<file path="src/include/smc_defs.svh">
/*
  SMC lite constants
  Wait-state count, bus widths and the AHB transfer and response codes
  shared by the static memory controller
*/
`ifndef SMC_DEFS_SVH
`define SMC_DEFS_SVH

// Timing --------------
`define SMC_WAIT_STATES 2       // Extra cycles per external transfer
`define SMC_WAIT_CNT_W  4       // Wait counter width

// Widths --------------
`define SMC_EXT_AW 16           // External half-word address
`define SMC_EXT_DW 16           // External data bus

// AHB htrans
`define TRN_IDLE   2'b00
`define TRN_BUSY   2'b01
`define TRN_NONSEQ 2'b10
`define TRN_SEQ    2'b11

// AHB hresp
`define RSP_OKAY  2'b00
`define RSP_ERROR 2'b01

`endif

</file>
<file path="src/design/smc_pkg.sv">
/*
  SMC lite types
  Access size, captured AHB request and the external SRAM pin bundle
*/
package smc_pkg;

  `include "smc_defs.svh"

  // Sizes ---------------
  // Matches hsize[1:0] for the sizes the controller supports
  typedef enum logic [1:0]
  {
    SZ_BYTE = 2'b00,
    SZ_HALF = 2'b01,
    SZ_WORD = 2'b10
  } smc_size_e;

  // Request -------------
  typedef struct packed
  {
    logic [31:0] addr;            // Byte address from haddr
    logic        write;           // High for a write
    smc_size_e   size;            // Access width
  } smc_req_t;

  // External pins -------
  // All strobes active low
  typedef struct packed
  {
    logic [`SMC_EXT_AW-1:0] addr; // Half-word address
    logic [`SMC_EXT_DW-1:0] wdata;
    logic [1:0]             be_n; // Bit 1 is the upper byte
    logic                   we_n;
    logic                   cs_n;
  } smc_ext_bus_t;

endpackage

</file>
<file path="src/design/smc_access_fsm.sv">
/*
  SMC lite access timing FSM
  Runs one external transfer over a fixed number of wait states,
  holding chip select for the whole transfer and strobing write
  enable in the last cycle
*/
`timescale 1ns/1ps
`include "smc_defs.svh"

module smc_access_fsm
(
  input  logic hclk14,
  input  logic n_sys_reset14,
  input  logic xfer_start,    // One-cycle start of a transfer
  input  logic ext_write,
  output logic smc_done,      // Last cycle of the transfer
  output logic ext_cs_n,
  output logic ext_we_n
);

  localparam int unsigned WS = `SMC_WAIT_STATES;
  localparam int unsigned CW = `SMC_WAIT_CNT_W;
  localparam logic [CW-1:0] WS_LOAD = (WS > 0) ? CW'(WS - 1) : '0;

  typedef enum logic [1:0]
  {
    ST_IDLE,
    ST_WAIT,
    ST_STROBE
  } state_e;

  // Straight to strobe when there are no wait states
  localparam state_e START_STATE = (WS == 0) ? ST_STROBE : ST_WAIT;

  state_e        state;
  state_e        state_nxt;
  logic [CW-1:0] wait_cnt;    // Wait cycles left after this one

  // Next state ----------
  always_comb
  begin
    state_nxt = state;
    case (state)
      ST_IDLE   : if (xfer_start) state_nxt = START_STATE;
      ST_WAIT   : if (wait_cnt == '0) state_nxt = ST_STROBE;
      ST_STROBE : state_nxt = xfer_start ? START_STATE : ST_IDLE;
      default   : state_nxt = ST_IDLE;
    endcase
  end

  always_ff @(posedge hclk14 or negedge n_sys_reset14)
  begin
    if (!n_sys_reset14)
    begin
      state    <= ST_IDLE;
      wait_cnt <= '0;
    end
    else
    begin
      state <= state_nxt;
      if (xfer_start)
        wait_cnt <= WS_LOAD;
      else if ((state == ST_WAIT) && (wait_cnt != '0))
        wait_cnt <= wait_cnt - 1'b1;
    end
  end

  // Outputs -------------
  assign smc_done = (state == ST_STROBE);
  assign ext_cs_n = (state == ST_IDLE);
  assign ext_we_n = !((state == ST_STROBE) && ext_write);  // Stores on rising edge

  // FSM must be idle or in its done cycle, so free on the next edge
  a_start_idle : assert property (
    @(posedge hclk14) disable iff (!n_sys_reset14)
    xfer_start |-> ((state == ST_IDLE) || smc_done)
  ) else $error("xfer_start while the FSM is busy");

  // Write strobe inside chip select, a full transfer after its start
  a_we_in_cs : assert property (
    @(posedge hclk14) disable iff (!n_sys_reset14)
    !ext_we_n |-> (!ext_cs_n && $past(xfer_start, WS + 1))
  ) else $error("write enable outside its transfer window");

endmodule

</file>
<file path="src/design/smc_ahb_lite_if.sv">
/*
  SMC lite AHB-Lite slave front end
  Flags valid address phases, catches misaligned accesses and answers
  them with a two-cycle ERROR, and holds hready low until the memory
  access controller reports the last transfer done
*/
`timescale 1ns/1ps
`include "smc_defs.svh"

module smc_ahb_lite_if import smc_pkg::*;
(
  input  logic        hclk14,
  input  logic        n_sys_reset14,
  input  logic        hsel,
  input  logic [31:0] haddr,
  input  logic [1:0]  htrans,
  input  logic        hwrite,
  input  logic [2:0]  hsize,
  input  logic [31:0] hwdata,
  input  logic        hready,         // Muxed bus ready
  input  logic        smc_done,       // Last cycle of a transfer
  input  logic        mac_done,       // Transfer is the last of the access
  input  logic [31:0] read_data,
  output smc_req_t    req,
  output logic        new_access,
  output logic [31:0] write_data,
  output logic [31:0] smc_hrdata,
  output logic        smc_hready,
  output logic [1:0]  smc_hresp,
  output logic        smc_valid
);

  logic active_trn;                   // NONSEQ or SEQ
  logic idle_trn;                     // IDLE or BUSY
  logic mis_err;                      // Misaligned address phase
  logic r_ready;                      // Registered ready
  logic r_hresp;                      // Second error cycle pending

  // Decode --------------
  assign active_trn = (htrans == `TRN_NONSEQ) || (htrans == `TRN_SEQ);
  assign idle_trn   = (htrans == `TRN_IDLE) || (htrans == `TRN_BUSY);

  // Request straight from the address phase
  assign req.addr  = haddr;
  assign req.write = hwrite;
  assign req.size  = smc_size_e'(hsize[1:0]);

  // Odd half or word not on a 4-byte boundary
  // Only sampled when the phase is really presented
  assign mis_err = (((hsize[1:0] == SZ_HALF) && haddr[0]) ||
                    ((hsize[1:0] == SZ_WORD) && (haddr[1:0] != 2'b00))) &&
                   active_trn && hsel && hready;

  assign new_access = hsel && active_trn && hready && !mis_err;
  assign smc_valid  = new_access;     // Ack back to the decoder

  // Response ------------
  // First error cycle with ready low, second with ready high
  always_ff @(posedge hclk14 or negedge n_sys_reset14)
  begin
    if (!n_sys_reset14)
    begin
      smc_hresp <= `RSP_OKAY;
      r_hresp   <= 1'b0;
    end
    else
    begin
      r_hresp <= mis_err;
      if (mis_err || r_hresp)
        smc_hresp <= `RSP_ERROR;
      else
        smc_hresp <= `RSP_OKAY;
    end
  end

  // Ready ---------------
  always_ff @(posedge hclk14 or negedge n_sys_reset14)
  begin
    if (!n_sys_reset14)
      r_ready <= 1'b1;
    else if (new_access || mis_err)
      r_ready <= 1'b0;                // Wait states start next cycle
    else if (r_hresp || (smc_done && mac_done))
      r_ready <= 1'b1;                // Error tail or access complete
    else if (hready && (idle_trn || !hsel))
      r_ready <= 1'b1;                // Not ours, zero wait
  end

  // Early release on the final transfer
  assign smc_hready = r_ready || (smc_done && mac_done);

  // Data passes straight through
  assign smc_hrdata = read_data;
  assign write_data = hwdata;

  // An error run is two cycles, ready low then high; a third ERROR
  // cycle may only be the start of a fresh error
  a_err_two_cycle : assert property (
    @(posedge hclk14) disable iff (!n_sys_reset14)
    ((smc_hresp == `RSP_ERROR) && !smc_hready) |=>
      ((smc_hresp == `RSP_ERROR) && smc_hready) ##1
      ((smc_hresp == `RSP_OKAY) || !smc_hready)
  ) else $error("hresp ERROR not a two-cycle response");

endmodule

</file>
<file path="src/design/smc_lite_top.sv">
/*
  SMC lite top level
  AHB-Lite static memory controller for one 16-bit asynchronous SRAM,
  built from the AHB front end, the access controller and the timing FSM
*/
`timescale 1ns/1ps
`include "smc_defs.svh"

module smc_lite_top import smc_pkg::*;
(
  input  logic                   hclk14,
  input  logic                   n_sys_reset14,
  input  logic                   hsel,
  input  logic [31:0]            haddr,
  input  logic [1:0]             htrans,
  input  logic                   hwrite,
  input  logic [2:0]             hsize,
  input  logic [31:0]            hwdata,
  input  logic                   hready,
  output logic [31:0]            smc_hrdata,
  output logic                   smc_hready,
  output logic [1:0]             smc_hresp,
  output logic                   smc_valid,
  output smc_ext_bus_t           ext_bus,
  input  logic [`SMC_EXT_DW-1:0] ext_rdata
);

  smc_req_t               req;
  logic                   new_access;
  logic [31:0]            write_data;
  logic [31:0]            read_data;
  logic                   xfer_start;
  logic                   smc_done;
  logic                   mac_done;
  logic [`SMC_EXT_AW-1:0] ext_addr;
  logic [`SMC_EXT_DW-1:0] ext_wdata;
  logic [1:0]             ext_be_n;
  logic                   ext_write;
  logic                   ext_cs_n;
  logic                   ext_we_n;

  smc_ahb_lite_if u_ahb_if (.*);      // AHB decode and response
  smc_mac         u_mac (.*);         // Transfer split and data lanes
  smc_access_fsm  u_fsm (.*);         // Wait-state timing

  // SRAM pins
  assign ext_bus = '{addr: ext_addr, wdata: ext_wdata, be_n: ext_be_n,
                     we_n: ext_we_n, cs_n: ext_cs_n};

endmodule

</file>
<file path="src/design/smc_mac.sv">
/*
  SMC lite memory access controller
  Splits each AHB access into one or two 16-bit external transfers,
  drives address, byte lanes and write half, and gathers read halves
  into their AHB lane positions
*/
`timescale 1ns/1ps
`include "smc_defs.svh"

module smc_mac import smc_pkg::*;
(
  input  logic                   hclk14,
  input  logic                   n_sys_reset14,
  input  smc_req_t               req,
  input  logic                   new_access,
  input  logic [31:0]            write_data,
  input  logic                   smc_done,
  input  logic [`SMC_EXT_DW-1:0] ext_rdata,
  output logic                   xfer_start,
  output logic                   mac_done,
  output logic [31:0]            read_data,
  output logic [`SMC_EXT_AW-1:0] ext_addr,
  output logic [`SMC_EXT_DW-1:0] ext_wdata,
  output logic [1:0]             ext_be_n,
  output logic                   ext_write
);

  smc_req_t               req_q;      // Latched access
  logic [1:0]             pend_cnt;   // Transfers still to finish
  logic                   hw_sel;     // Upper half of the word
  logic [31:0]            rd_q;       // Halves gathered so far
  logic [`SMC_EXT_DW-1:0] rd_mask;
  logic [`SMC_EXT_DW-1:0] rd_half;

  // Control -------------
  always_ff @(posedge hclk14 or negedge n_sys_reset14)
  begin
    if (!n_sys_reset14)
    begin
      pend_cnt <= 2'd0;
      hw_sel   <= 1'b0;
    end
    else if (new_access)
    begin
      pend_cnt <= (req.size == SZ_WORD) ? 2'd2 : 2'd1;
      hw_sel   <= (req.size == SZ_WORD) ? 1'b0 : req.addr[1];
    end
    else if (smc_done)
    begin
      pend_cnt <= pend_cnt - 2'd1;
      if (pend_cnt == 2'd2)
        hw_sel <= 1'b1;               // Word moves to its upper half
    end
  end

  // Request payload
  always_ff @(posedge hclk14)
  begin
    if (new_access)
      req_q <= req;
  end

  // First transfer with the address phase, second back to back
  assign xfer_start = new_access || (smc_done && (pend_cnt == 2'd2));
  assign mac_done   = (pend_cnt == 2'd1);

  // External bus --------
  assign ext_addr  = {req_q.addr[`SMC_EXT_AW:2], hw_sel};
  assign ext_write = req_q.write;
  assign ext_wdata = hw_sel ? write_data[31:16] : write_data[15:0];

  // One lane for a byte, picked by address bit 0
  always_comb
  begin
    if (req_q.size == SZ_BYTE)
      ext_be_n = req_q.addr[0] ? 2'b01 : 2'b10;
    else
      ext_be_n = 2'b00;
  end

  // Read path -----------
  assign rd_mask = {{8{~ext_be_n[1]}}, {8{~ext_be_n[0]}}};
  assign rd_half = ext_rdata & rd_mask;   // Unread byte stays zero

  // Current half goes live so it is valid with hready
  assign read_data = rd_q | (hw_sel ? {rd_half, 16'h0000} : {16'h0000, rd_half});

  always_ff @(posedge hclk14)
  begin
    if (new_access)
      rd_q <= '0;
    else if (smc_done)
      rd_q <= read_data;
  end

  // A new access may only land on the final done cycle or when quiet
  a_no_overlap : assert property (
    @(posedge hclk14) disable iff (!n_sys_reset14)
    new_access |-> ((pend_cnt == 2'd0) || (mac_done && smc_done))
  ) else $error("new_access while a transfer is pending");

endmodule

</file>
<file path="config.mk">
export PLATFORM = sky130hd
export DESIGN_NAME = smc_lite_top
export DESIGN_NICKNAME = d
export VERILOG_FILES = /design/src/design/smc_pkg.sv /design/src/design/smc_access_fsm.sv /design/src/design/smc_ahb_lite_if.sv /design/src/design/smc_lite_top.sv /design/src/design/smc_mac.sv
export VERILOG_INCLUDE_DIRS = /design/src /design/src/include
export SDC_FILE = /design/constraint.sdc
export NUM_CORES = 1
export LEC_CHECK = 0
export ABC_CLOCK_PERIOD_IN_PS = 1600
export BUFFER_PORTS_ARGS = -buffer_cell sky130_fd_sc_hd__buf_2
export CAP_MARGIN = 20
export CORE_MARGIN = 1
export CORE_UTILIZATION = 30
export DETAILED_ROUTE_END_ITERATION = 10
export HOLD_SLACK_MARGIN = 0.15
export PLACE_DENSITY = 0.54
export SLEW_MARGIN = 20
export SYNTH_ARGS = -nofsm -noshare
export SYNTH_HDL_FRONTEND = slang
export SYNTH_SLANG_ARGS = --single-unit
</file>
<file path="constraint.sdc">
create_clock -name hclk14 -period 1.6 [get_ports hclk14]
set_input_delay 0.16 -clock hclk14 [delete_from_list [all_inputs] [get_ports hclk14]]
set_output_delay 0.16 -clock hclk14 [all_outputs]
set_load 0.005 [all_outputs]
</file>
==> results of run 1 <==
[worst max-delay path: stages (launching register included)]
cell      delay [ps]
edfxtp_1         380
or3b_4           440
and2_4           190
a21o_1           170
buf_2            120
[metrics by stage]
stage | hold WS, ps | util | total power, mW
after global placement | 72.1 | 0.392 | 5.08
after CTS | 210 | 0.456 | 6.57
after floorplan | -136 | - | 4.16
after detailed placement | 71.9 | 0.392 | 5.11
final | 221 | 0.487 | 6.83
after global routing | 234 | 0.487 | 7.38
[flip-flops by register name, summed over array words and instances (netlist names)]
signal	cells
u_ahb_if.r_hresp	1
u_ahb_if.r_ready	1
u_ahb_if.smc_hresp	1
u_fsm.state	2
u_fsm.wait_cnt	4
u_mac.ext_addr	15
u_mac.ext_write	1
u_mac.hw_sel	1
u_mac.pend_cnt	2
u_mac.rd_q	32
u_mac.req_q	3
[logic make-up after synthesis]
| kind of cell | count (synthesis) | synth area share |
|---|---|---|
| compound gates | 81 | 0.191 |
| xor+xnor | 1 | 0.00295 |
| fa+ha+maj | 4 | 0.0168 |
| buf+inv | 43 | 0.101 |
| flops | 63 | 0.509 |
| mux | 17 | 0.0640 |
| other cells | 1 | 0.00126 |
| simple gates | 63 | 0.113 |
[routing by layer]
layer  global-route usage  wire [um]  part of all wire
met1                0.195       3620              0.45
met2                0.267       4010              0.50
met3               0.0442        329             0.041
met4               0.0535         76            0.0095
met5                    0          0                 0
[repair_timing]
| action | 4_1_cts | 5_1_grt |
|---|---|---|
| pin swaps | 26 | 4 |
| hold buffers | 37 | 0 |
| cloned | 0 | 2 |
| hold endpoints to repair | 64 | 0 |
| setup buffers | 3 | 9 |
| setup endpoints to repair | 50 | 66 |
| gates resized for setup | 7 | 30 |
[layout make-up]
type	instances	area, sq um	share of cell area
multi-input cells	167	1300	0.283
clock buffers	13	169	0.0368
clock inverters	3	16.3	0.00355
inverters	8	35.0	0.00764
well taps	129	161	0.0352
repair buffers	206	1390	0.303
flip-flops and latches	63	1510	0.330
[layout by cell type (no fill, tap or decap), types with 5 or more instances in the layout]
cell | netlist | layout
a21o_1 | 34 | 34
a31oi_1 | 32 | 22
a31oi_4 | 0 | 6
buf_2 | 6 | 141
buf_4 | 23 | 17
buf_6 | 6 | 5
clkbuf_8 | 0 | 12
dfrtp_1 | 11 | 10
dfxtp_1 | 32 | 32
dlygate4sd3_1 | 0 | 37
edfxtp_1 | 19 | 19
inv_1 | 7 | 5
mux2_2 | 16 | 15
nor2_1 | 37 | 35
[path summary, 6_finish.rpt]
path                                             start                           end  slack (ps)  cells past startpoint
setup / recovery              u_mac.req_q[0]$_DFFE_PN_                smc_hrdata[23]        -210                      4
hold / removal                                  hready    u_ahb_if.r_hresp$_DFF_PN0_         220                      4
setup reg to reg              u_mac.req_q[0]$_DFFE_PN_    u_mac.rd_q[7]$_SDFFE_PN0P_          30                      6
hold reg to reg            u_mac.rd_q[30]$_SDFFE_PN0P_   u_mac.rd_q[30]$_SDFFE_PN0P_         470                      2
max in group asynchronous                n_sys_reset14  u_ahb_if.r_ready$_DFFE_PN1P_        1070                      2
min in group asynchronous                n_sys_reset14    u_ahb_if.r_hresp$_DFF_PN0_         240                      2
[power breakdown]
| part | total, mW | internal [mW] | switching (mW) |
|---|---|---|---|
| clock network | 1.28 | 0.686 | 0.597 |
| logic | 3.03 | 1.72 | 1.31 |
| registers | 2.51 | 2.16 | 0.351 |
| total | 6.83 | 4.57 | 2.26 |
==> out/results.tsv, run 1 <==
stage	metric	value	unit
status	status	complete, but fails checks	
status	failing checks	setup timing	
route	Vias/cell	4.58	
placed_design	gpl congestion	0.712	
timing	Hold Vio Cnt, Final	0	
finish	fin cells	589	
placed_design	placed instance count	522	
route	Avg WL per Cell	13.6	um
critical_path	Startpoint Class	flop	
power_and_ir_drop	P_leak	2.30	nW
floorplan	Core Area	0.00942	sq mm
cts	Root Buffer	clkbuf_8	
cts	CTS H-tree depth	3	
timing	setup_tns	-5780	ps
critical_path	Worst Setup Path Type	flop to output port	
synth	Synth cell types	43	
worst_hold_path	Hold Crit Class	input port to flop	
synth	FF+latch count, synth	63	
route	Final ANT Viol Nets	0	
placed_design	Placement Setup Slack	35.8	ps
timing	Final period util	1.13	
timing	Max Fclk	554	MHz
floorplan	die extent in x	102	um
synth	Synth Flop Type	dfxtp_1	
synth	syn_area_per_cell	10.9	sq um
route	final WL	8030	um
cts	Longest Clk Path Bufs	2	
synth	Synth area leaders	dfxtp_1, edfxtp_1, dfrtp_1	
finish	share of layout cells above drive strength 1	0.493	
grt	via count of the first global-routing pass	2544	
route	DRC Markers	0	
synth	syn_nets	367	
cts	TritonCTS clock tree	done	
synth	most common cell in the synthesized netlist	nor2_1	
synth	Mapped Cells	273	
flow_run	MaxCap Viol Count	0	
synth	synth warn	0	
timing	skew final	7.58	ps
synth	Post-synth ARST share	0.190	
synth	area leader, netlist	dfxtp_1	
finish	Antenna Cells	0	
placed_design	post-DP HPWL	5310	um
critical_path	Data arrival, critical path	1650	ps
floorplan	Die Y	102	um
timing	Final setup viols	42	
finish	Area Growth Syn to Fin	54.4	%
placed_design	port bufs	143	
timing	RSZ-0062 raised after global routing	yes	
floorplan	initial core utilization	0.315	
grt	largest net degree at the start of global routing	33	
timing	final worst slack	-206	ps
timing	Period minus WS final	1810	ps
route	DR iter-0 viols	119	
placed_design	DP Area	0.00369	sq mm
critical_path	Crit path required time	1440	ps
cts	CTS buffer count	9	
grt	total track usage	0.159	
floorplan	I/O pin cnt	162	
route	routed vias	2697	
route	Initial DRT Pass Iterations	4	
synth	sequential element share of the synthesized area	0.509	
critical_path	endpoint class of the critical path	output port	
finish	final instance area	0.00459	sq mm
timing	Max Transition Viols Final	0	
floorplan	FP Rows	35	
cts	# clock sinks	63	
synth	commonest cells in the netlist	nor2_1, a21o_1, a31oi_1, dfxtp_1, buf_4	
synth	Post-synth EDFFs	19	
floorplan	Die ar.	0.0103	sq mm
critical_path	Worst Path Max Fanout	8	
power_and_ir_drop	worst ir drop on vdd	0.000513	V
synth	post-synthesis cell area	0.00297	sq mm
power_and_ir_drop	Power per Cell Area	1490	mW/mm^2
cts	Clk pin slew, worst setup/hold paths	70	ps
grt	initial antenna violation count	0	
synth	top cell type's share of synthesized area	0.216	
finish	fin nets	549	
grt	first-pass GRT wire length	12400	um
cts	Clk Latency, worst-skew pair	340	ps
grt	GRT overflow	0	
finish	Fill cells	889	
No activity file was read; power rests on OpenSTA's default activity.
==> run 2: changes to the inputs <==
- GPL_TIMING_DRIVEN: unset -> 0
- PLACE_DENSITY: 0.54 -> 0.68
- SLEW_MARGIN: 20 -> 15
==> run 2 against run 1 <==
Net effect:
- the run still ends with setup timing left
- highest routed layer unchanged
- fmax down 4.0%
- hold slack lost 14 ps
- register-to-register slack got worse by 20 ps
- clock power grew 8%
- die area stayed put
- design area is 8.4% higher
- power up 8.3%
- first-iteration DRC count up 6.7%
- combinational power rose by 13%
==> out/results.tsv, run 2 (synthesis gave the netlist of run 1 again) <==
stage	metric	value	unit	change
cts	CTS H-tree depth	3		unchanged
finish	Largest register FFs	32		unchanged
cts	Clk Latency, worst-skew pair	340	ps	about the same
power_and_ir_drop	Power per Cell Area	1490	mW/mm^2	about the same
timing	Max Fclk	532	MHz	was 554 MHz
cts	TritonCTS clock tree	done		unchanged
finish	largest register by flop count	u_mac.rd_q		unchanged
placed_design	placed instance count	545		was 522
placed_design	post-DP HPWL	5690	um	was 5310 um
cts	Longest Clk Path Bufs	2		unchanged
timing	Final period util	1.18		was 1.13
grt	GRT overflow	0		unchanged
timing	Hold Vio Cnt, Final	0		unchanged
critical_path	R2R cell count	7		was 6
worst_hold_path	hold endpoint	u_ahb_if.r_hresp$_DFF_PN0_		unchanged
timing	RSZ-0062 raised after global routing	yes		unchanged
power_and_ir_drop	worst ir drop on vdd	0.000626	V	was 0.000513 V
finish	Fill cells	806		was 889
finish	Layout Utilization	0.528		was 0.487
critical_path	Worst Setup Path Type	flop to output port		unchanged
timing	Period minus WS final	1880	ps	was 1810 ps
cts	# clock sinks	63		unchanged
floorplan	initial core utilization	0.315		unchanged
route	final WL	8670	um	was 8030 um
timing	Max Transition Viols Final	0		unchanged
critical_path	RR Startpoint	u_mac.req_q[3]$_DFFE_PN_		was u_mac.req_q[0]$_DFFE_PN_
grt	total track usage	0.163		was 0.159
route	DRC Markers	0		unchanged
finish	Area Growth Syn to Fin	67.4	%	was 54.4%
grt	via count of the first global-routing pass	2671		was 2544
timing	Final setup viols	35		was 42
power_and_ir_drop	P_leak	2.46	nW	was 2.30 nW
timing	skew final	6.23	ps	was 7.58 ps
critical_path	worst-path cell with the longest stage delay	or3_1		was or3b_4
status	failing checks	setup timing		unchanged
timing	setup_tns	-6520	ps	was -5780 ps
critical_path	FF-to-FF End	u_mac.rd_q[27]$_SDFFE_PN0P_		was u_mac.rd_q[7]$_SDFFE_PN0P_
grt	first-pass GRT wire length	12900	um	was 12400 um
critical_path	Data arrival, critical path	1720	ps	was 1650 ps
worst_hold_path	cell count of the worst hold path	3		was 4
route	routed vias	2875		was 2697
finish	Antenna Cells	0		unchanged
worst_hold_path	hold_sp	hsel		was hready
critical_path	Startpoint Class	flop		unchanged
critical_path	endpoint class of the critical path	output port		unchanged
finish	most frequent cells in the layout	buf_2, buf_4, dlygate4sd3_1, nor2_1, a21o_1		was buf_2, dlygate4sd3_1, nor2_1, a21o_1, dfxtp_1
placed_design	gpl congestion	0.727		was 0.712
finish	fin nets	580		was 549
finish	most common cell after layout, fill and taps aside	buf_2		unchanged
critical_path	setup slack, reg-to-reg	10	ps	was 30 ps
floorplan	die extent in x	102	um	unchanged
route	Initial DRT Pass Iterations	4		unchanged
route	Final ANT Viol Nets	0		unchanged
finish	share of layout cells above drive strength 1	0.538		was 0.493
floorplan	Die Y	102	um	unchanged
floorplan	Die ar.	0.0103	sq mm	unchanged
flow_run	MaxCap Viol Count	0		unchanged
floorplan	I/O pin cnt	162		unchanged
critical_path	crit-path cells	or3_1 -> buf_6 -> and2_4 -> a21o_1 -> buf_2		was or3b_4 -> and2_4 -> a21o_1 -> buf_2
critical_path	Crit path required time	1440	ps	about the same
cts	Root Buffer	clkbuf_8		unchanged
status	status	complete, but fails checks		unchanged
route	Avg WL per Cell	14.0	um	was 13.6 um
placed_design	port bufs	143		unchanged
critical_path	Worst Path Max Fanout	8		unchanged
cts	CTS buffer count	9		unchanged
route	DR iter-0 viols	127		was 119
route	Vias/cell	4.64		was 4.58
grt	largest net degree at the start of global routing	30		was 33
floorplan	Core Area	0.00942	sq mm	unchanged
floorplan	FP Rows	35		unchanged
critical_path	Worst path max stage delay	390	ps	was 440 ps
grt	initial antenna violation count	0		unchanged
cts	Clk pin slew, worst setup/hold paths	70	ps	about the same
finish	fin cells	620		was 589
worst_hold_path	Hold Crit Class	input port to flop		unchanged
timing	final worst slack	-280	ps	was -206 ps
run 2: final cells by class:
| type | count | area (sq um) | share of cell area |
|---|---|---|---|
| multi-input combinational | 167 | 1380 | 0.278 |
| clock inverter | 7 | 73.8 | 0.0148 |
| timing repair buffer | 207 | 1400 | 0.281 |
| buffer | 30 | 278 | 0.0559 |
| clock buffer | 9 | 124 | 0.0249 |
| sequential | 63 | 1520 | 0.305 |
| tap | 129 | 161 | 0.0325 |
| inverter | 8 | 40.0 | 0.00805 |
run 2: timing repair:
item / CTS / global route
pin swaps: 42 / 30
setup endpoints to repair: 54 / 81
cloned: 1 / 2
endpoints found under the hold margin: 64 / 0
gates resized for setup: 30 / 42
hold buffers: 37 / 0
setup buffers: 11 / 15
run 2: worst max-delay path, delay by kind of cell, from the launching register on:
| kind | cells | cell delay [ps] |
|---|---|---|
| DFF | 1 | 380 |
| buffers and inverters | 2 | 270 |
| and+or+nand+nor | 2 | 570 |
| AOI/OAI and AO/OA | 1 | 160 |
run 2: stage by stage:
step                      setup WS (ps)  power (mW)  cell area [sq um]  hold WS [ps]
final                              -280        7.39               4970           207
after global placement             -242        5.12               3850          60.1
after global routing               -337        7.88               4970           242
after CTS                          -303        6.96               4620           192
after floorplan                     131        4.16               2970          -136
after detailed placement           -246        5.21               3850          64.9
run 2: metal layers:
metal / vias to the layer above / part of all wire / GRT usage
li1: 1402 / - / -
met1: 1377 / 0.42 / 0.197
met2: 82 / 0.51 / 0.282
met3: 14 / 0.049 / 0.0338
met4: 0 / 0.018 / 0.0702
met5: - / 0 / 0
run 2: power by group:
group          internal (mW)  leakage [nW]  total [mW]  switching, mW
clock network          0.718        0.0891        1.38          0.664
logic                   2.02          1.79        3.43           1.40
registers               2.16         0.583        2.58          0.419
run 2: worst max-delay path by stage:
| stage | start | end | slack [ps] | cells after the start |
|---|---|---|---|---|
| detailed placement | haddr[0] | u_mac.ext_addr[4]$_DFFE_PN_ | -250 | 5 |
| floorplan | u_mac.req_q[1]$_DFFE_PN_ | smc_hrdata[16] | 130 | 5 |
| finish | u_mac.req_q[3]$_DFFE_PN_ | smc_hrdata[31] | -280 | 5 |
| CTS | u_mac.req_q[0]$_DFFE_PN_ | smc_hrdata[20] | -300 | 5 |
| global route | u_mac.req_q[3]$_DFFE_PN_ | smc_hrdata[31] | -340 | 5 |
| global placement | haddr[0] | u_mac.ext_addr[1]$_DFFE_PN_ | -240 | 5 |
==> run 3: changes to the inputs <==
- PLACE_DENSITY: 0.68 -> unset
==> run 3 against run 2 <==
Net effect:
- the flow still finishes with violations (setup timing)
- fmax increased by 2.3%
- non-clock buffer count decreased by 7
- clock-buffer cell count increased by 1
- final cell count decreased by 1.1%
- power decreased by 5.5%
- wire length decreased by 8.1%
- highest routed layer unchanged
==> out/results.tsv, run 3 (synthesis gave the netlist of run 1 again) <==
stage	metric	value	unit	change
cts	# clock sinks	63		unchanged
timing	setup_tns	-6320	ps	was -6520 ps
timing	Max Fclk	544	MHz	was 532 MHz
finish	Area Growth Syn to Fin	57.7	%	was 67.4%
flow_run	MaxCap Viol Count	0		unchanged
route	routed vias	2757		was 2875
critical_path	Crit path required time	1440	ps	about the same
route	DRC Markers	0		unchanged
placed_design	port bufs	143		unchanged
finish	Largest register FFs	32		unchanged
power_and_ir_drop	worst ir drop on vdd	0.000482	V	was 0.000626 V
placed_design	post-DP HPWL	5550	um	was 5690 um
route	Avg WL per Cell	13.0	um	was 14.0 um
grt	met1 usage	0.184		was 0.197
cts	CTS buffer count	9		unchanged
route	DR iter-0 viols	80		was 127
power_and_ir_drop	total power	6.99	mW	was 7.39 mW
floorplan	initial core utilization	0.315		unchanged
route	final WL	7970	um	was 8670 um
floorplan	Core Area	0.00942	sq mm	unchanged
finish	share of layout cells above drive strength 1	0.502		was 0.538
finish	largest register by flop count	u_mac.rd_q		unchanged
grt	initial antenna violation count	0		unchanged
grt	grt met3 use	0.0442		was 0.0338
grt	largest net degree at the start of global routing	30		unchanged
finish	fin cells	613		was 620
floorplan	Die ar.	0.0103	sq mm	unchanged
power_and_ir_drop	P_leak	2.40	nW	was 2.46 nW
critical_path	endpoint class of the critical path	output port		unchanged
timing	Hold Vio Cnt, Final	0		unchanged
finish	Fill cells	887		was 806
floorplan	I/O pin cnt	162		unchanged
route	Vias/cell	4.50		was 4.64
timing	final worst slack	-237	ps	was -280 ps
cts	CTS H-tree depth	3		unchanged
finish	most common cell after layout, fill and taps aside	buf_2		unchanged
grt	via count of the first global-routing pass	2570		was 2671
worst_hold_path	Hold Crit Class	input port to flop		unchanged
floorplan	Die Y	102	um	unchanged
timing	Max Transition Viols Final	0		unchanged
finish	most frequent cells in the layout	buf_2, buf_4, dlygate4sd3_1, nor2_1, a21o_1		unchanged
grt	met2 Use GR	0.257		was 0.282
critical_path	Startpoint Class	flop		unchanged
finish	fin nets	573		was 580
cts	Longest Clk Path Bufs	2		unchanged
timing	Period minus WS final	1840	ps	was 1880 ps
timing	skew final	6.57	ps	was 6.23 ps
route	Initial DRT Pass Iterations	4		unchanged
timing	Final period util	1.15		was 1.18
route	Final ANT Viol Nets	0		unchanged
timing	worst hold slack	190	ps	was 207 ps
finish	Antenna Cells	0		unchanged
placed_design	gpl congestion	0.785		was 0.727
status	status	complete, but fails checks		unchanged
critical_path	Worst Setup Path Type	flop to output port		unchanged
timing	RSZ-0062 raised after global routing	yes		unchanged
grt	GRT overflow	0		unchanged
power_and_ir_drop	Power per Cell Area	1490	mW/mm^2	about the same
grt	total track usage	0.153		was 0.163
placed_design	placed instance count	545		unchanged
timing	Final setup viols	34		was 35
cts	Clk pin slew, worst setup/hold paths	70	ps	about the same
critical_path	Data arrival, critical path	1680	ps	was 1720 ps
cts	Root Buffer	clkbuf_8		unchanged
floorplan	FP Rows	35		unchanged
critical_path	Worst Path Max Fanout	8		unchanged
status	failing checks	setup timing		unchanged
grt	GR peak layer	met2		unchanged
grt	first-pass GRT wire length	12000	um	was 12900 um
placed_design	Placement Setup Slack	-219	ps	was -246 ps
cts	Clk Latency, worst-skew pair	340	ps	about the same
floorplan	die extent in x	102	um	unchanged
cts	TritonCTS clock tree	done		unchanged
[run 3: path summary, 6_finish.rpt]
check                      depth (start not counted)  slack, ps                            end                        from
max in group asynchronous                          2       1100   u_ahb_if.r_ready$_DFFE_PN1P_               n_sys_reset14
min                                                3        190     u_ahb_if.r_hresp$_DFF_PN0_                        hsel
max reg2reg                                        6         30    u_mac.rd_q[22]$_SDFFE_PN0P_    u_mac.req_q[1]$_DFFE_PN_
min in group asynchronous                          2        230  u_mac.pend_cnt[1]$_DFFE_PN0P_               n_sys_reset14
min reg2reg                                        2        470     u_mac.rd_q[5]$_SDFFE_PN0P_  u_mac.rd_q[5]$_SDFFE_PN0P_
max                                                4       -240                 smc_hrdata[18]    u_mac.req_q[1]$_DFFE_PN_
[run 3: where the power goes]
group	internal (mW)	switching, mW	leakage, nW
Combinational	1.81	1.32	1.71
Clock	0.753	0.620	0.102
Sequential	2.16	0.318	0.583
Total	4.73	2.26	2.40
[run 3: area by class of cell]
type                    instances  area [sq um]  share of cell area
plain buffers                  28           241              0.0515
clock buffers                  10           138              0.0294
clock inverters                 6          58.8              0.0126
inverters                       8          42.5             0.00908
multi-input cells             167          1210               0.258
flip-flops and latches         63          1520               0.323
well taps                     129           161              0.0345
repair buffers                202          1320               0.282
[run 3: stage by stage]
stage	utilization	instance area, sq um
2_1_floorplan	-	2970
3_3_place_gp	0.409	3850
3_5_place_dp	0.409	3850
4_1_cts	0.484	4560
5_1_grt	0.498	4680
6_report	0.498	4680
[run 3: timing repair]
| item | in CTS | in global routing |
|---|---|---|
| setup buffers | 8 | 13 |
| hold buffers | 37 | 0 |
| setup endpoints to repair | 54 | 64 |
| gates resized for setup | 25 | 12 |
| cloned | 1 | 0 |
| hold endpoints to repair | 64 | 0 |
| pin swaps | 23 | 23 |
[run 3: per-layer routing]
metal  share of wire  up-vias
met5               0        -
met4           0.012        0
met3           0.050       10
met2            0.49       72
met1            0.44     1292
li1                -     1383
[run 3: worst max-delay path, cell delays in order, from the launching register on]
cell and delay [ps]:
edfxtp_1 400, or3b_4 440, and2_4 190, a21o_1 190, buf_2 120
